**config.mk**
```make
export PLATFORM = sky130hd
export DESIGN_NAME = miner_top
export DESIGN_NICKNAME = d
export VERILOG_FILES = /design/src/miner_pkg.sv /design/src/job_bank.sv /design/src/job_receiver.sv /design/src/miner_top.sv /design/src/result_sender.sv /design/src/uart_rx.sv /design/src/uart_tx.sv
export VERILOG_INCLUDE_DIRS = /design/src /design/src/include
export SDC_FILE = /design/constraint.sdc
export NUM_CORES = 1
export LEC_CHECK = 0
export BUFFER_PORTS_ARGS = -buffer_cell sky130_fd_sc_hd__buf_4
export CORE_MARGIN = 5
export CORE_UTILIZATION = 38
export DETAILED_ROUTE_END_ITERATION = 16
export GPL_TIMING_DRIVEN = 0
export SLEW_MARGIN = 5
export SYNTH_ARGS = -nofsm -noshare
export SYNTH_HDL_FRONTEND = slang
export SYNTH_SLANG_ARGS = --single-unit
export TNS_END_PERCENT = 30
```
**constraint.sdc**
```tcl
create_clock -name clk_i -period 5.1 [get_ports clk_i]
set_input_delay 1.53 -clock clk_i [delete_from_list [all_inputs] [get_ports clk_i]]
set_output_delay 1.53 -clock clk_i [all_outputs]
set_load 0.02 [all_outputs]
```
**src/include/miner_defines.svh**
```systemverilog
////////////////////
// miner constants
// UART bit timing, job geometry and slot count
////////////////////

`ifndef MINER_DEFINES_SVH
`define MINER_DEFINES_SVH

// clock cycles per UART bit, short for simulation
`define MINER_CLKS_PER_BIT 8

// bytes per half job, a full job is twice this
`define MINER_JOB_BYTES 8

`define MINER_SLOTS 4
`define MINER_SLOT_W 2
`define MINER_BYTE_IDX_W 3

`endif

```
**src/miner_pkg.sv**
```systemverilog
////////////////////
// miner package
// shared widths and FSM encodings
////////////////////

`default_nettype none
`include "miner_defines.svh"

package miner_pkg;

	typedef logic [7:0]                     byte_t;
	typedef logic [`MINER_SLOT_W-1:0]       slot_t;
	typedef logic [`MINER_BYTE_IDX_W-1:0]   byte_idx_t;
	typedef logic [3:0]                     bit_cnt_t;

	typedef enum logic [1:0] {RX_IDLE, RX_START, RX_DATA, RX_STOP} rx_state_e;
	typedef enum logic [1:0] {TX_IDLE, TX_START, TX_DATA, TX_STOP} tx_state_e;
	typedef enum logic [1:0] {SEND_IDLE, SEND_READ, SEND_LOAD, SEND_WAIT_TX} send_state_e;

endpackage

`default_nettype wire

```
**src/job_bank.sv**
```systemverilog
////////////////////
// job bank
// slotted byte store, registered read
////////////////////

`timescale 1ns/1ps
`default_nettype none
`include "miner_defines.svh"

module job_bank (
	input  logic                 clk_i,
	input  logic                 wr_i,
	input  miner_pkg::slot_t     wr_slot_i,
	input  miner_pkg::byte_idx_t wr_idx_i,
	input  miner_pkg::byte_t     wr_data_i,
	input  miner_pkg::slot_t     rd_slot_i,
	input  miner_pkg::byte_idx_t rd_idx_i,
	output miner_pkg::byte_t     rd_data_o
);

	// address is {slot, byte index}
	miner_pkg::byte_t mem [`MINER_SLOTS * `MINER_JOB_BYTES];

	always_ff @(posedge clk_i) begin
		if (wr_i)
			mem[{wr_slot_i, wr_idx_i}] <= wr_data_i;
		rd_data_o <= mem[{rd_slot_i, rd_idx_i}];
	end

endmodule

`default_nettype wire

```
**src/job_receiver.sv**
```systemverilog
////////////////////
// job receiver
// splits 16-byte jobs over two banks by slot
////////////////////

`timescale 1ns/1ps
`default_nettype none
`include "miner_defines.svh"

module job_receiver (
	input  logic                 clk_i,
	input  logic                 rst_n_i,
	input  miner_pkg::byte_t     rx_byte_i,
	input  logic                 rx_en_i,
	output logic                 wr_a_o,
	output logic                 wr_b_o,
	output miner_pkg::slot_t     wr_slot_o,
	output miner_pkg::byte_idx_t wr_idx_o,
	output miner_pkg::byte_t     wr_data_o,
	output logic                 job_ready_o
);

	localparam miner_pkg::byte_idx_t IDX_LAST = miner_pkg::byte_idx_t'(`MINER_JOB_BYTES - 1);

	// top bit picks the bank, low bits the byte
	logic [`MINER_BYTE_IDX_W:0] byte_cnt;
	logic                       last_wr;

	assign last_wr = wr_b_o && (wr_idx_o == IDX_LAST);

	always_ff @(posedge clk_i or negedge rst_n_i) begin
		if (!rst_n_i) begin
			byte_cnt    <= '0;
			wr_a_o      <= 1'b0;
			wr_b_o      <= 1'b0;
			wr_slot_o   <= '0;
			job_ready_o <= 1'b0;
		end else begin
			wr_a_o      <= rx_en_i & ~byte_cnt[`MINER_BYTE_IDX_W];
			wr_b_o      <= rx_en_i & byte_cnt[`MINER_BYTE_IDX_W];
			job_ready_o <= last_wr;
			if (rx_en_i)
				byte_cnt <= byte_cnt + 1'b1;
			if (last_wr)
				wr_slot_o <= wr_slot_o + 1'b1;
		end
	end

	always_ff @(posedge clk_i) begin
		if (rx_en_i) begin
			wr_idx_o  <= byte_cnt[`MINER_BYTE_IDX_W-1:0];
			wr_data_o <= rx_byte_i;
		end
	end

	a_one_bank: assert property (@(posedge clk_i) disable iff (!rst_n_i)
		!(wr_a_o && wr_b_o));

endmodule

`default_nettype wire

```
**src/miner_top.sv**
```systemverilog
////////////////////
// miner top
// UART in, two job banks, XOR results, UART out
////////////////////

`timescale 1ns/1ps
`default_nettype none

module miner_top (
	input  logic clk_i,
	input  logic rst_n_i,
	input  logic rxd_i,
	output logic txd_o
);

	logic                 rx_en;
	miner_pkg::byte_t     rx_byte;
	logic                 wr_a;
	logic                 wr_b;
	miner_pkg::slot_t     wr_slot;
	miner_pkg::byte_idx_t wr_idx;
	miner_pkg::byte_t     wr_data;
	logic                 job_ready;
	miner_pkg::slot_t     rd_slot;
	miner_pkg::byte_idx_t rd_idx;
	miner_pkg::byte_t     a_data;
	miner_pkg::byte_t     b_data;
	logic                 tx_en;
	miner_pkg::byte_t     tx_byte;
	logic                 tx_busy;

	uart_rx i_uart_rx (
		.clk_i     (clk_i),
		.rst_n_i   (rst_n_i),
		.rxd_i     (rxd_i),
		.rx_byte_o (rx_byte),
		.rx_en_o   (rx_en)
	);

	job_receiver i_job_receiver (
		.clk_i       (clk_i),
		.rst_n_i     (rst_n_i),
		.rx_byte_i   (rx_byte),
		.rx_en_i     (rx_en),
		.wr_a_o      (wr_a),
		.wr_b_o      (wr_b),
		.wr_slot_o   (wr_slot),
		.wr_idx_o    (wr_idx),
		.wr_data_o   (wr_data),
		.job_ready_o (job_ready)
	);

	// both halves share slot and byte addressing
	job_bank bank_a (
		.clk_i     (clk_i),
		.wr_i      (wr_a),
		.wr_slot_i (wr_slot),
		.wr_idx_i  (wr_idx),
		.wr_data_i (wr_data),
		.rd_slot_i (rd_slot),
		.rd_idx_i  (rd_idx),
		.rd_data_o (a_data)
	);

	job_bank bank_b (
		.clk_i     (clk_i),
		.wr_i      (wr_b),
		.wr_slot_i (wr_slot),
		.wr_idx_i  (wr_idx),
		.wr_data_i (wr_data),
		.rd_slot_i (rd_slot),
		.rd_idx_i  (rd_idx),
		.rd_data_o (b_data)
	);

	result_sender i_result_sender (
		.clk_i       (clk_i),
		.rst_n_i     (rst_n_i),
		.job_ready_i (job_ready),
		.a_data_i    (a_data),
		.b_data_i    (b_data),
		.tx_busy_i   (tx_busy),
		.rd_slot_o   (rd_slot),
		.rd_idx_o    (rd_idx),
		.tx_en_o     (tx_en),
		.tx_byte_o   (tx_byte)
	);

	uart_tx i_uart_tx (
		.clk_i     (clk_i),
		.rst_n_i   (rst_n_i),
		.tx_en_i   (tx_en),
		.tx_byte_i (tx_byte),
		.txd_o     (txd_o),
		.busy_o    (tx_busy)
	);

endmodule

`default_nettype wire

```
**src/result_sender.sv**
```systemverilog
////////////////////
// result sender
// reads both banks, XORs byte pairs, feeds the transmitter
////////////////////

`timescale 1ns/1ps
`default_nettype none
`include "miner_defines.svh"

module result_sender (
	input  logic                 clk_i,
	input  logic                 rst_n_i,
	input  logic                 job_ready_i,
	input  miner_pkg::byte_t     a_data_i,
	input  miner_pkg::byte_t     b_data_i,
	input  logic                 tx_busy_i,
	output miner_pkg::slot_t     rd_slot_o,
	output miner_pkg::byte_idx_t rd_idx_o,
	output logic                 tx_en_o,
	output miner_pkg::byte_t     tx_byte_o
);

	localparam miner_pkg::byte_idx_t IDX_LAST = miner_pkg::byte_idx_t'(`MINER_JOB_BYTES - 1);

	miner_pkg::send_state_e state;
	logic [`MINER_SLOT_W:0] item_cnt;
	logic                   send_last;

	// last byte of the slot goes out this cycle
	assign send_last = (state == miner_pkg::SEND_WAIT_TX) && !tx_busy_i
		&& (rd_idx_o == IDX_LAST);

	always_ff @(posedge clk_i or negedge rst_n_i) begin
		if (!rst_n_i) begin
			item_cnt  <= '0;
			rd_slot_o <= '0;
		end else begin
			case ({job_ready_i, send_last})
				2'b10: item_cnt <= item_cnt + 1'b1;
				2'b01: item_cnt <= item_cnt - 1'b1;
				default: item_cnt <= item_cnt;
			endcase
			if (send_last)
				rd_slot_o <= rd_slot_o + 1'b1;
		end
	end

	always_ff @(posedge clk_i or negedge rst_n_i) begin
		if (!rst_n_i) begin
			state    <= miner_pkg::SEND_IDLE;
			rd_idx_o <= '0;
			tx_en_o  <= 1'b0;
		end else begin
			tx_en_o <= 1'b0;
			case (state)
				miner_pkg::SEND_IDLE: begin
					if (item_cnt != '0)
						state <= miner_pkg::SEND_READ;
				end
				// bank answers one cycle after the address
				miner_pkg::SEND_READ: state <= miner_pkg::SEND_LOAD;
				miner_pkg::SEND_LOAD: state <= miner_pkg::SEND_WAIT_TX;
				default: begin
					if (!tx_busy_i) begin
						tx_en_o  <= 1'b1;
						rd_idx_o <= rd_idx_o + 1'b1;
						state    <= send_last ? miner_pkg::SEND_IDLE : miner_pkg::SEND_READ;
					end
				end
			endcase
		end
	end

	always_ff @(posedge clk_i) begin
		if (state == miner_pkg::SEND_LOAD)
			tx_byte_o <= a_data_i ^ b_data_i;
	end

	// input cannot stall, so slots must never overflow
	a_item_bound: assert property (@(posedge clk_i) disable iff (!rst_n_i)
		item_cnt <= `MINER_SLOTS);

endmodule

`default_nettype wire

```
**src/uart_rx.sv**
```systemverilog
////////////////////
// uart receiver
// 8N1 framing, samples each bit mid-period
////////////////////

`timescale 1ns/1ps
`default_nettype none
`include "miner_defines.svh"

module uart_rx (
	input  logic             clk_i,
	input  logic             rst_n_i,
	input  logic             rxd_i,
	output miner_pkg::byte_t rx_byte_o,
	output logic             rx_en_o
);

	localparam int CNT_W = $clog2(`MINER_CLKS_PER_BIT);
	localparam logic [CNT_W-1:0] BIT_LAST  = CNT_W'(`MINER_CLKS_PER_BIT - 1);
	localparam logic [CNT_W-1:0] HALF_LAST = CNT_W'(`MINER_CLKS_PER_BIT / 2 - 1);

	miner_pkg::rx_state_e state;
	miner_pkg::bit_cnt_t  bit_cnt;
	miner_pkg::byte_t     shift;
	logic [1:0]           rxd_sync;
	logic                 rxd_prev;
	logic [CNT_W-1:0]     clk_cnt;
	logic                 fall;
	logic                 data_tick;
	logic                 stop_ok;

	always_ff @(posedge clk_i or negedge rst_n_i) begin
		if (!rst_n_i) begin
			rxd_sync <= 2'b11;
			rxd_prev <= 1'b1;
		end else begin
			rxd_sync <= {rxd_sync[0], rxd_i};
			rxd_prev <= rxd_sync[1];
		end
	end

	assign fall      = rxd_prev & ~rxd_sync[1];
	assign data_tick = (state == miner_pkg::RX_DATA) && (clk_cnt == BIT_LAST);
	assign stop_ok   = (state == miner_pkg::RX_STOP) && (clk_cnt == BIT_LAST) && rxd_sync[1];

	always_ff @(posedge clk_i or negedge rst_n_i) begin
		if (!rst_n_i) begin
			state   <= miner_pkg::RX_IDLE;
			clk_cnt <= '0;
			bit_cnt <= '0;
			rx_en_o <= 1'b0;
		end else begin
			rx_en_o <= stop_ok;
			clk_cnt <= clk_cnt + 1'b1;
			case (state)
				miner_pkg::RX_IDLE: begin
					clk_cnt <= '0;
					if (fall)
						state <= miner_pkg::RX_START;
				end
				miner_pkg::RX_START: begin
					// recheck the line half a bit after the edge
					if (clk_cnt == HALF_LAST) begin
						clk_cnt <= '0;
						bit_cnt <= '0;
						state   <= rxd_sync[1] ? miner_pkg::RX_IDLE : miner_pkg::RX_DATA;
					end
				end
				miner_pkg::RX_DATA: begin
					if (data_tick) begin
						clk_cnt <= '0;
						bit_cnt <= bit_cnt + 1'b1;
						if (bit_cnt == 4'd7)
							state <= miner_pkg::RX_STOP;
					end
				end
				default: begin
					// low stop bit drops the frame
					if (clk_cnt == BIT_LAST)
						state <= miner_pkg::RX_IDLE;
				end
			endcase
		end
	end

	always_ff @(posedge clk_i) begin
		if (data_tick)
			shift <= {rxd_sync[1], shift[7:1]};
		if (stop_ok)
			rx_byte_o <= shift;
	end

	a_rx_en_single: assert property (@(posedge clk_i) disable iff (!rst_n_i)
		rx_en_o |=> !rx_en_o);

endmodule

`default_nettype wire

```
**src/uart_tx.sv**
```systemverilog
////////////////////
// uart transmitter
// 8N1 framing, LSB first
////////////////////

`timescale 1ns/1ps
`default_nettype none
`include "miner_defines.svh"

module uart_tx (
	input  logic             clk_i,
	input  logic             rst_n_i,
	input  logic             tx_en_i,
	input  miner_pkg::byte_t tx_byte_i,
	output logic             txd_o,
	output logic             busy_o
);

	localparam int CNT_W = $clog2(`MINER_CLKS_PER_BIT);
	localparam logic [CNT_W-1:0] BIT_LAST = CNT_W'(`MINER_CLKS_PER_BIT - 1);

	miner_pkg::tx_state_e state;
	miner_pkg::bit_cnt_t  bit_cnt;
	miner_pkg::byte_t     shift;
	logic [CNT_W-1:0]     clk_cnt;
	logic                 bit_end;

	assign bit_end = (clk_cnt == BIT_LAST);

	always_ff @(posedge clk_i or negedge rst_n_i) begin
		if (!rst_n_i) begin
			state   <= miner_pkg::TX_IDLE;
			clk_cnt <= '0;
			bit_cnt <= '0;
			txd_o   <= 1'b1;
			busy_o  <= 1'b0;
		end else begin
			clk_cnt <= bit_end ? '0 : clk_cnt + 1'b1;
			case (state)
				miner_pkg::TX_IDLE: begin
					clk_cnt <= '0;
					if (tx_en_i) begin
						busy_o <= 1'b1;
						txd_o  <= 1'b0;
						state  <= miner_pkg::TX_START;
					end
				end
				miner_pkg::TX_START: begin
					if (bit_end) begin
						txd_o   <= shift[0];
						bit_cnt <= '0;
						state   <= miner_pkg::TX_DATA;
					end
				end
				miner_pkg::TX_DATA: begin
					if (bit_end) begin
						bit_cnt <= bit_cnt + 1'b1;
						txd_o   <= (bit_cnt == 4'd7) ? 1'b1 : shift[1];
						if (bit_cnt == 4'd7)
							state <= miner_pkg::TX_STOP;
					end
				end
				default: begin
					if (bit_end) begin
						busy_o <= 1'b0;
						state  <= miner_pkg::TX_IDLE;
					end
				end
			endcase
		end
	end

	always_ff @(posedge clk_i) begin
		if (state == miner_pkg::TX_IDLE && tx_en_i)
			shift <= tx_byte_i;
		else if (state == miner_pkg::TX_DATA && bit_end)
			shift <= {1'b0, shift[7:1]};
	end

	a_no_overrun: assert property (@(posedge clk_i) disable iff (!rst_n_i)
		tx_en_i |-> !busy_o);

endmodule

`default_nettype wire
```
---- Word-level counts from Yosys, hierarchy flattened ----
Memories as Yosys holds them, arrays and structs flattened. A register that Yosys moved wholly into a read port is not among the register bits.
Cells that the tools add are included.
cells by class
  reduce and logical (&&, ||, !) cells .... 30
  bitwise gates (word level) .............. 9
  add/sub/neg operators ................... 10
  mux-type cells .......................... 45
  eq/ne operators ......................... 27
operators by type and width
  cell                 count
  $mux 2               13
  $pmux 2 s3           3
  $mux 4               4
  $mux 8               2
  $pmux 4 s2           2
  $ne 2x1->1 const B   7
  $mux 1               13
  $add 3x1->3 const B  4
  $add 4x1->4 const B  3
  $eq 2x2->1 const B   6
  $eq 3x3->1 const B   4
  $mux 3               4
  $reduce_and 5->1     2
  $reduce_bool 2->1    5
  $pmux 3 s3           1
  $reduce_and 3->1     3
  $eq 2x1->1 const B   4
  $eq 4x3->1 const B   2
  $logic_and 1x1->1    8
  $xor 8x8->8          1
  $logic_not 2->1      3
  $pmux 3 s2           1
  $reduce_bool 3->1    2
  $not 1->1            5
  14 further kinds     19
storage, ports and cells
  word-level logic and storage cells ...... 150
  memories ................................ 2
  output and inout port bits .............. 1
  bits in writable memories ............... 512
  input port bits ......................... 3
  register bits ........................... 87
memory list
  memory      depth  bits a word  read ports  clocked after memory_dff  wr ports  line            source
  bank_a.mem  32     8            1           1                         1         job_bank.sv:22  miner_pkg::byte_t mem [`MINER_SLOTS * `MINER_JOB_BYTES];
  bank_b.mem  32     8            1           1                         1         job_bank.sv:22

---- Depth between registers and ports, before layout ----
Gate-level depths: netlist (run 1).
  depth after elaboration ................. 6
  gate-level depth with buffers ........... 11
  depth with buffers taken out ............ 9

---- By module ----
A second synthesis (run 1) with hierarchy kept.
unflattened totals
  cell total of the unflattened synthesis .. 1079
  area total of the unflattened synthesis .. 23806.6 µm²
by module, submodules not included
  module         cells an instance  seq. area each (µm²)  instances  area each (µm²)
  job_bank       417                7847.5                2          10053.4
  uart_rx        77                 809.5                 1          1143.6
  uart_tx        75                 516.7                 1          974.7
  result_sender  60                 515.5                 1          905.9
  job_receiver   33                 555.5                 1          675.6

---- Worst setup path after synthesis (run 1) ----
OpenSTA, ideal clock, no wires.
  path kind ............................... register -> register
  from .................................... register i_result_sender.state[0]
  to ...................................... register i_result_sender.item_cnt[2]
  arrival time ............................ 2110 ps
  library setup time ...................... 79 ps
  stages on the path, launching flop included .. 12
  slack ................................... 2911 ps
  clock period less this slack ............ 2189 ps
  cells stage by stage .................... dfrtp_1 ha_1 nor2b_1 clkbuf_1 and2_0 clkbuf_1 ha_1 inv_1 fa_1 xor2_1 nor2_1 xor2_1
between the ends
  word-level cells in the longest chain between the ends .. 5
  elaborated cells between the ends (all ways) .. 7
  those cells by class .................... 3 x eq/ne; 1 x mux; 3 x reduce/logical
ends and longest elaborated chain
  item                                             line                 source
  start, declared                                  result_sender.sv:25  miner_pkg::send_state_e state;
  start signal, assigned                           result_sender.sv:50  state <= miner_pkg::SEND_IDLE;
  start signal, assigned                           result_sender.sv:58  state <= miner_pkg::SEND_READ;
  start signal, assigned                           result_sender.sv:61  miner_pkg::SEND_READ: state <= miner_pkg::SEND_LOAD;
  $eq 2x2->1 (*)                                   result_sender.sv:30  assign send_last = (state == miner_pkg::SEND_WAIT_TX) && !tx_busy_i
  $logic_and 1x1->1 (*)                            result_sender.sv:30
  $logic_and 1x1->1 (*)                            result_sender.sv:31  && (rd_idx_o == IDX_LAST);
  $eq 2x1->1 or $eq 2x2->1 (tied branches)         result_sender.sv:38  case ({job_ready_i, send_last})
  $pmux 3 s2 or $reduce_bool 2->1 (tied branches)  n/a
  end signal, assigned                             result_sender.sv:39  2'b10: item_cnt <= item_cnt + 1'b1;
  end signal, assigned                             result_sender.sv:40  2'b01: item_cnt <= item_cnt - 1'b1;
  end signal, assigned                             result_sender.sv:41  default: item_cnt <= item_cnt;
  end, declared                                    result_sender.sv:26  logic [`MINER_SLOT_W:0] item_cnt;
Mark *: on every way between the ends. The rest lies on a longest branch, timed or not.
A chain may end at the register's enable or synchronous reset.

---- Worst setup path in the final report (run 1) ----
  from .................................... register i_uart_tx.txd_o
  to ...................................... output port txd_o
RTL lines
  item                    line             source
  start, declared         uart_tx.sv:15    output logic txd_o,
  start signal, assigned  uart_tx.sv:50    txd_o <= shift[0];
  start signal, assigned  uart_tx.sv:58    txd_o <= (bit_cnt == 4'd7) ? 1'b1 : shift[1];
  end, declared           miner_top.sv:13  output logic txd_o
No word-level cell between the ends.

==> results of run 1 <==
==> path summary, 6_finish.rpt <==
kind / start / to / slack (ns) / cells after the start
setup / recovery: i_uart_tx.txd_o / txd_o / 2.33 / 1
max in group asynchronous: rst_n_i / i_result_sender.rd_idx_o[0] / 3.69 / 1
hold / removal: i_uart_rx.rxd_sync[0] / i_uart_rx.rxd_sync[1] / 0.36 / 0
hold reg to reg: i_uart_rx.rxd_sync[0] / i_uart_rx.rxd_sync[1] / 0.36 / 0
min in group asynchronous: rst_n_i / i_uart_rx.bit_cnt[0] / 0.96 / 1
setup reg to reg: i_result_sender.state[0] / i_result_sender.item_cnt[2] / 2.41 / 11
==> synthesized netlist by cell type, types with 5 or more instances <==
| master | instances | area, µm² |
|---|---|---|
| edfxtp_1 | 555 | 16700 |
| mux2i_1 | 260 | 2600 |
| nor2_1 | 72 | 270 |
| a22oi_1 | 64 | 480 |
| nand2_1 | 59 | 221 |
| a21oi_1 | 43 | 215 |
| dfrtp_1 | 40 | 1000 |
| nand3_1 | 39 | 195 |
| a22o_1 | 34 | 298 |
| ha_1 | 31 | 388 |
| buf_2 | 25 | 125 |
| inv_1 | 25 | 93.8 |
| nand4_1 | 21 | 131 |
| nor3_1 | 20 | 100 |
| buf_4 | 19 | 143 |
| a31oi_1 | 16 | 100 |
| dfxtp_1 | 16 | 320 |
| clkbuf_1 | 15 | 56.3 |
| o21ai_0 | 15 | 75.1 |
| xor2_1 | 13 | 114 |
| mux2_2 | 11 | 124 |
| nor2b_1 | 10 | 62.6 |
| buf_8 | 9 | 135 |
| nand2b_1 | 6 | 37.5 |
| xnor2_1 | 5 | 43.8 |
==> flip-flops by register name (all words and copies together), names as in the netlist, 3 cells and up <==
register and flops:
i_uart_tx.clk_cnt 3, bank_a.mem 256, i_job_receiver.wr_data_o 8, i_result_sender.tx_byte_o 8
bank_b.rd_data_o 8, bank_b.mem 256, i_uart_tx.bit_cnt 4, bank_a.rd_data_o 8
i_job_receiver.byte_cnt 4, i_result_sender.item_cnt 3, i_job_receiver.wr_idx_o 3, i_result_sender.rd_idx_o 3
i_uart_rx.clk_cnt 3, i_uart_rx.shift 8, i_uart_rx.rx_byte_o 8, i_uart_rx.bit_cnt 4
i_uart_tx.shift 8
==> per-layer routing <==
metal  share of wire [%]  wire length, µm  GRT usage (%)  vias to the layer above
met3                 6.3             3600           4.02                      105
met5                   0                0              0                        -
li1                    -                -              -                     5831
met2                  48            27000           26.0                      349
met4                 2.9             1670           4.91                        0
met1                  43            24500           21.4                     6581
==> cell type report <==
class                      instances  area (µm²)
sequential                       615       18100
tap                              855        1070
buffer                            79         572
inverter                          25        93.8
clock inverter                    24         180
clock buffer                      92        1870
timing repair buffer              24         538
multi-input combinational        743        5660
fill                            5622       35900
==> power by group <==
group | switching, mW | leakage, nW | internal, mW
clock network | 1.90 | 0.995 | 2.67
registers | 0.0186 | 5.68 | 5.44
logic | 0.0968 | 2.18 | 0.0537
==> cells by family after synthesis <==
group	Yosys count
AND/OR/NAND/NOR	239
AO/OA/AOI/OAI	183
adder cells (fa/ha/maj)	32
buffers and inverters	104
flip-flops	615
multiplexers	271
XOR/XNOR	18
==> reports/results.ini, run 1 <==
[timing]
hold_slack_ns = 0.358
setup_ws_ns = 2.33
min_period_ns = 2.77
final.setup.tns_ns = 0
finalHoldViolCount = 0
slew_headroom_pct = 33.0
fmax_mhz = 361
setup_viol = 0
slew_violations = 0
grt_setup_unrepaired = false
worst_slew_pin_slew_ns = 1.01
fin_crit_sh_pct = 54.4
finClkSkew_ns = 0.0244

[routing]
drcViolationCount = 0
dr_total_vias = 12900
wl_per_cell_um = 23.1
drtAntennaViolNets = 0
vias_per_cell = 5.24
drt_iter0_markers = 1150
drt_wl_total_mm = 56.7
first_pass_iters = 7

[die]
coreArea_um2 = 64000
dieHeight_um = 263
rows = 93
die_w_um = 263
die-area_um2 = 69400
initial_core_util_pct = 38.1
ios = 4

[global_routing]
gr-total-overflow = 0
grt_pass1_vias = 13100
grt_usage_pct = 16.0
grt_antenna_before_repair = 0
grt_pass1_wl_mm = 83.6
grt_max_degree = 45

[setup_path]
path_cells = buf_4
critPathTopFamily = flip-flops
cp-start-kind = register
critPathKind = register to output port
max_stage_delay_ns = 0.53
crit_path_end_kind = output port
cp_slowest_cell = dfstp_2
arrival_ns = 1.24
cp.buffers_inverters = 1
critPathMaxFanout = 2
worstPathRequired_ns = 3.57

[outcome]
status = finished, final reports clean

[clock_network]
worstSkewPairLatency_ns = 0.59
postCtsSetupRepairBufs = 0
cts-root-buf = clkbuf_16
clockBufferDepth = 3
cts_tree = built
hold_buffers = 0
cts_buffers = 67
cts-resized-gates = 0
path_clk_slew_ns = 0.06
h-tree-depth = 3
cts.sink_count = 615

[layout]
nets = 1590
fin_cells = 2457
postLayoutCellArea_um2 = 28100
final_util_pct = 43.9
layout_common_cells = edfxtp_1, mux2i_1, nor2_1
layout-drive-gt1-share_pct = 12.0
syn2layout_area_growth_pct = 15.0
final_common_cell = edfxtp_1
n_antenna_cell = 0

[synthesis]
synth-seq-area-share_pct = 74.1
muxShareOfSynthArea_pct = 11.2
synth_ff_type = edfxtp_1
syn_inst = 1462
synth_edf_count = 555
yosys.area_share.simple_pct = 4.54
synth_top_family_by_area = multiplexers
synthXorXnorAreaFrac_pct = 0.646
synthArstFlopShare_pct = 7.15
syn_area_um2 = 24400
ys_seq_elements = 615
syn-num-nets = 1497
ys_warn_count = 0
synth.distinct_cells = 48
yosys.area_share.adder_pct = 1.67
syn_area_per_cell_um2 = 16.7
synth_compound_area_share_pct = 5.15

[placed_design]
place_ws_ns = 2.39
portBuffers = 3
gp_congestion = 0.884
numPlacedInstances = 2341
placed_cell_area_um2 = 26000
dp_hpwl_mm = 38.4

[pwr]
total_power_mw = 10.2
leakage_nw = 8.86
ir_drop_uv = 241
power_density_nw_per_um2 = 362

[job]
timing.max_cap.violations = 0

[min_path]
hold_class = register to register

Note: power is estimated with default switching activity, not from simulation.
==> inputs of run 2 (changes only) <==
clock period = 2.3 ns   (was 5.1 ns; I/O delays follow)
==> run 2 against run 1 <==
  * The run now ends with setup timing left
  * Global-route usage about the same
  * Highest routed layer unchanged
  * Wire length about the same
  * Cell count up 0.24%
  * Power up 120%
  * Non-clock buffer count up 6
  * Register-to-register slack worse by 2.5 ns
  * Sequential cell count unchanged
  * Via count up 0.19%
  * Count of clock-buffer cells in the layout unchanged
  * Combinational power up 120%
  * Clock power up 120%
==> reports/results.ini, run 2 (synthesized netlist as in run 1, its figures left out) <==
[setup_path]
arrival_ns = 2.65
path_cells = clkbuf_1, nor2b_1, nand2_1, nor2_1
cp-start-kind = register
max_stage_delay_ns = 0.78
crit_path_end_kind = register
critPathKind = register to register
worstPathRequired_ns = 2.51
critPathTopFamily = simple AND/OR/NAND/NOR gates
critPathMaxFanout = 8
cp_slowest_cell = nor2_1
cp.buffers_inverters = 1

[outcome]
status = finished with violations
violations = setup timing

[placed_design]
dp_hpwl_mm = 38.4
portBuffers = 3
place_ws_ns = -0.410
placed_cell_area_um2 = 26000
gp_congestion = 0.884

[routing]
vias_per_cell = 5.23
first_pass_iters = 5
drt_wl_total_mm = 56.7
dr_total_vias = 12900
drcViolationCount = 0
drtAntennaViolNets = 0
wl_per_cell_um = 23.0
drt_iter0_markers = 1132

[layout]
layout_common_cells = edfxtp_1, mux2i_1, clkbuf_16
postLayoutCellArea_um2 = 28400
n_antenna_cell = 0
syn2layout_area_growth_pct = 16.3
reg_top3 = bank_a.mem x256, bank_b.mem x256
final_util_pct = 44.4
nets = 1596
layout-drive-gt1-share_pct = 17.0
final_common_cell = edfxtp_1

[pwr]
power.share.switching_pct = 19.8
combinationalPowerShare_pct = 1.5
power_density_nw_per_um2 = 794
p_sw_mw = 4.46
ir_drop_uv = 540
p_int_mw = 18.1
pwr-share-seq_pct = 53.7
leakage_nw = 8.90
clkPwrFrac_pct = 44.9

[clock_network]
cts.sink_count = 615
worstSkewPairLatency_ns = 0.59
clockBufferDepth = 3
path_clk_slew_ns = 0.06
h-tree-depth = 3
cts_tree = built
hold_buffers = 0
cts-root-buf = clkbuf_16
cts_buffers = 67

[min_path]
hold_class = input port to asynchronous set/reset pin

[global_routing]
grt_pass1_wl_mm = 83.8
gr-total-overflow = 0
grt_antenna_before_repair = 0
grt_max_degree = 45
grt_pass1_vias = 13200
grt_usage_pct = 16.0

[die]
dieHeight_um = 263
coreArea_um2 = 64000
initial_core_util_pct = 38.1
ios = 4
rows = 93
die-area_um2 = 69400
die_w_um = 263

[timing]
worst_slew_pin_slew_ns = 0.947
finalHoldViolCount = 0
setup_viol = 34
fmax_mhz = 411
final.setup.tns_ns = -2.35
setup_ws_ns = -0.133
slew_headroom_pct = 36.9
grt_setup_unrepaired = true
min_period_ns = 2.43
fin_crit_sh_pct = 106
slew_violations = 0
finClkSkew_ns = 0.0237

[job]
timing.max_cap.violations = 0

[run 2: cell count changes in the layout (fill, tap and decap cells not counted), sizes merged]
cell / previous run / this run
buf: 85 / 91
[run 2: worst paths after layout]
kind | from | end | slack, ns | cells past startpoint
min reg2reg | i_uart_rx.rxd_sync[0] | i_uart_rx.rxd_sync[1] | 0.36 | 0
max reg2reg | i_job_receiver.wr_idx_o[1] | bank_a.mem[29][5] | -0.13 | 4
min in group clk_i | rxd_i | i_uart_rx.rxd_sync[0] | 0.21 | 1
min | rst_n_i | i_uart_rx.bit_cnt[0] | 0.12 | 1
max in group asynchronous | rst_n_i | i_result_sender.rd_idx_o[0] | 1.74 | 1
max | i_job_receiver.wr_idx_o[1] | bank_a.mem[29][5] | -0.13 | 4
[run 2: per-layer routing]
layer	vias up	global-route usage, %	wire length [µm]
met5	-	0	0
met2	393	26.1	27300
met3	112	4.04	3720
li1	5856	-	-
met1	6530	21.3	23900
met4	0	5.05	1760
[run 2: power groups by stage]
stage / clock network, mW / logic, mW / registers (mW)
2_1_floorplan: 0 / 0.244 / 12.3
4_1_cts: 10.3 / 0.336 / 12.1
6_report: 10.1 / 0.334 / 12.1
5_1_grt: 10.7 / 0.390 / 12.1
3_3_place_gp: 0 / 0.318 / 12.3
3_5_place_dp: 0 / 0.334 / 12.3
[run 2: per-stage QoR]
| step | power (mW) | hold slack (ns) | std cells |
|---|---|---|---|
| after global placement | 12.6 | 0.351 | 2320 |
| after global routing | 23.2 | 0.156 | 2463 |
| after CTS | 22.7 | 0.119 | 2463 |
| after detailed placement | 12.7 | 0.347 | 2341 |
| final | 22.5 | 0.118 | 2463 |
| after floorplan | 12.6 | 0.345 | 1462 |
[run 2: worst reg2reg max path, stage by stage (launching register included)]
cell,delay [ns]
edfxtp_1,0.37
clkbuf_1,0.21
nor2b_1,0.18
nand2_1,0.50
nor2_1,0.78
[run 2: what timing repair did]
item,in CTS,in global routing
pin swaps,4,0
endpoints found under the setup margin,384,306
buffers inserted,7,0
resized for setup,48,39
[run 2: area by class of cell]
| cell class | count | area [µm²] |
|---|---|---|
| Fill cell | 5608 | 35600 |
| Sequential cell | 615 | 18100 |
| Multi-Input combinational cell | 743 | 5900 |
| Clock buffer | 92 | 1870 |
| Tap cell | 855 | 1070 |
| Timing Repair Buffer | 31 | 591 |
| Buffer | 78 | 591 |
| Clock inverter | 24 | 180 |
| Inverter | 25 | 93.8 |
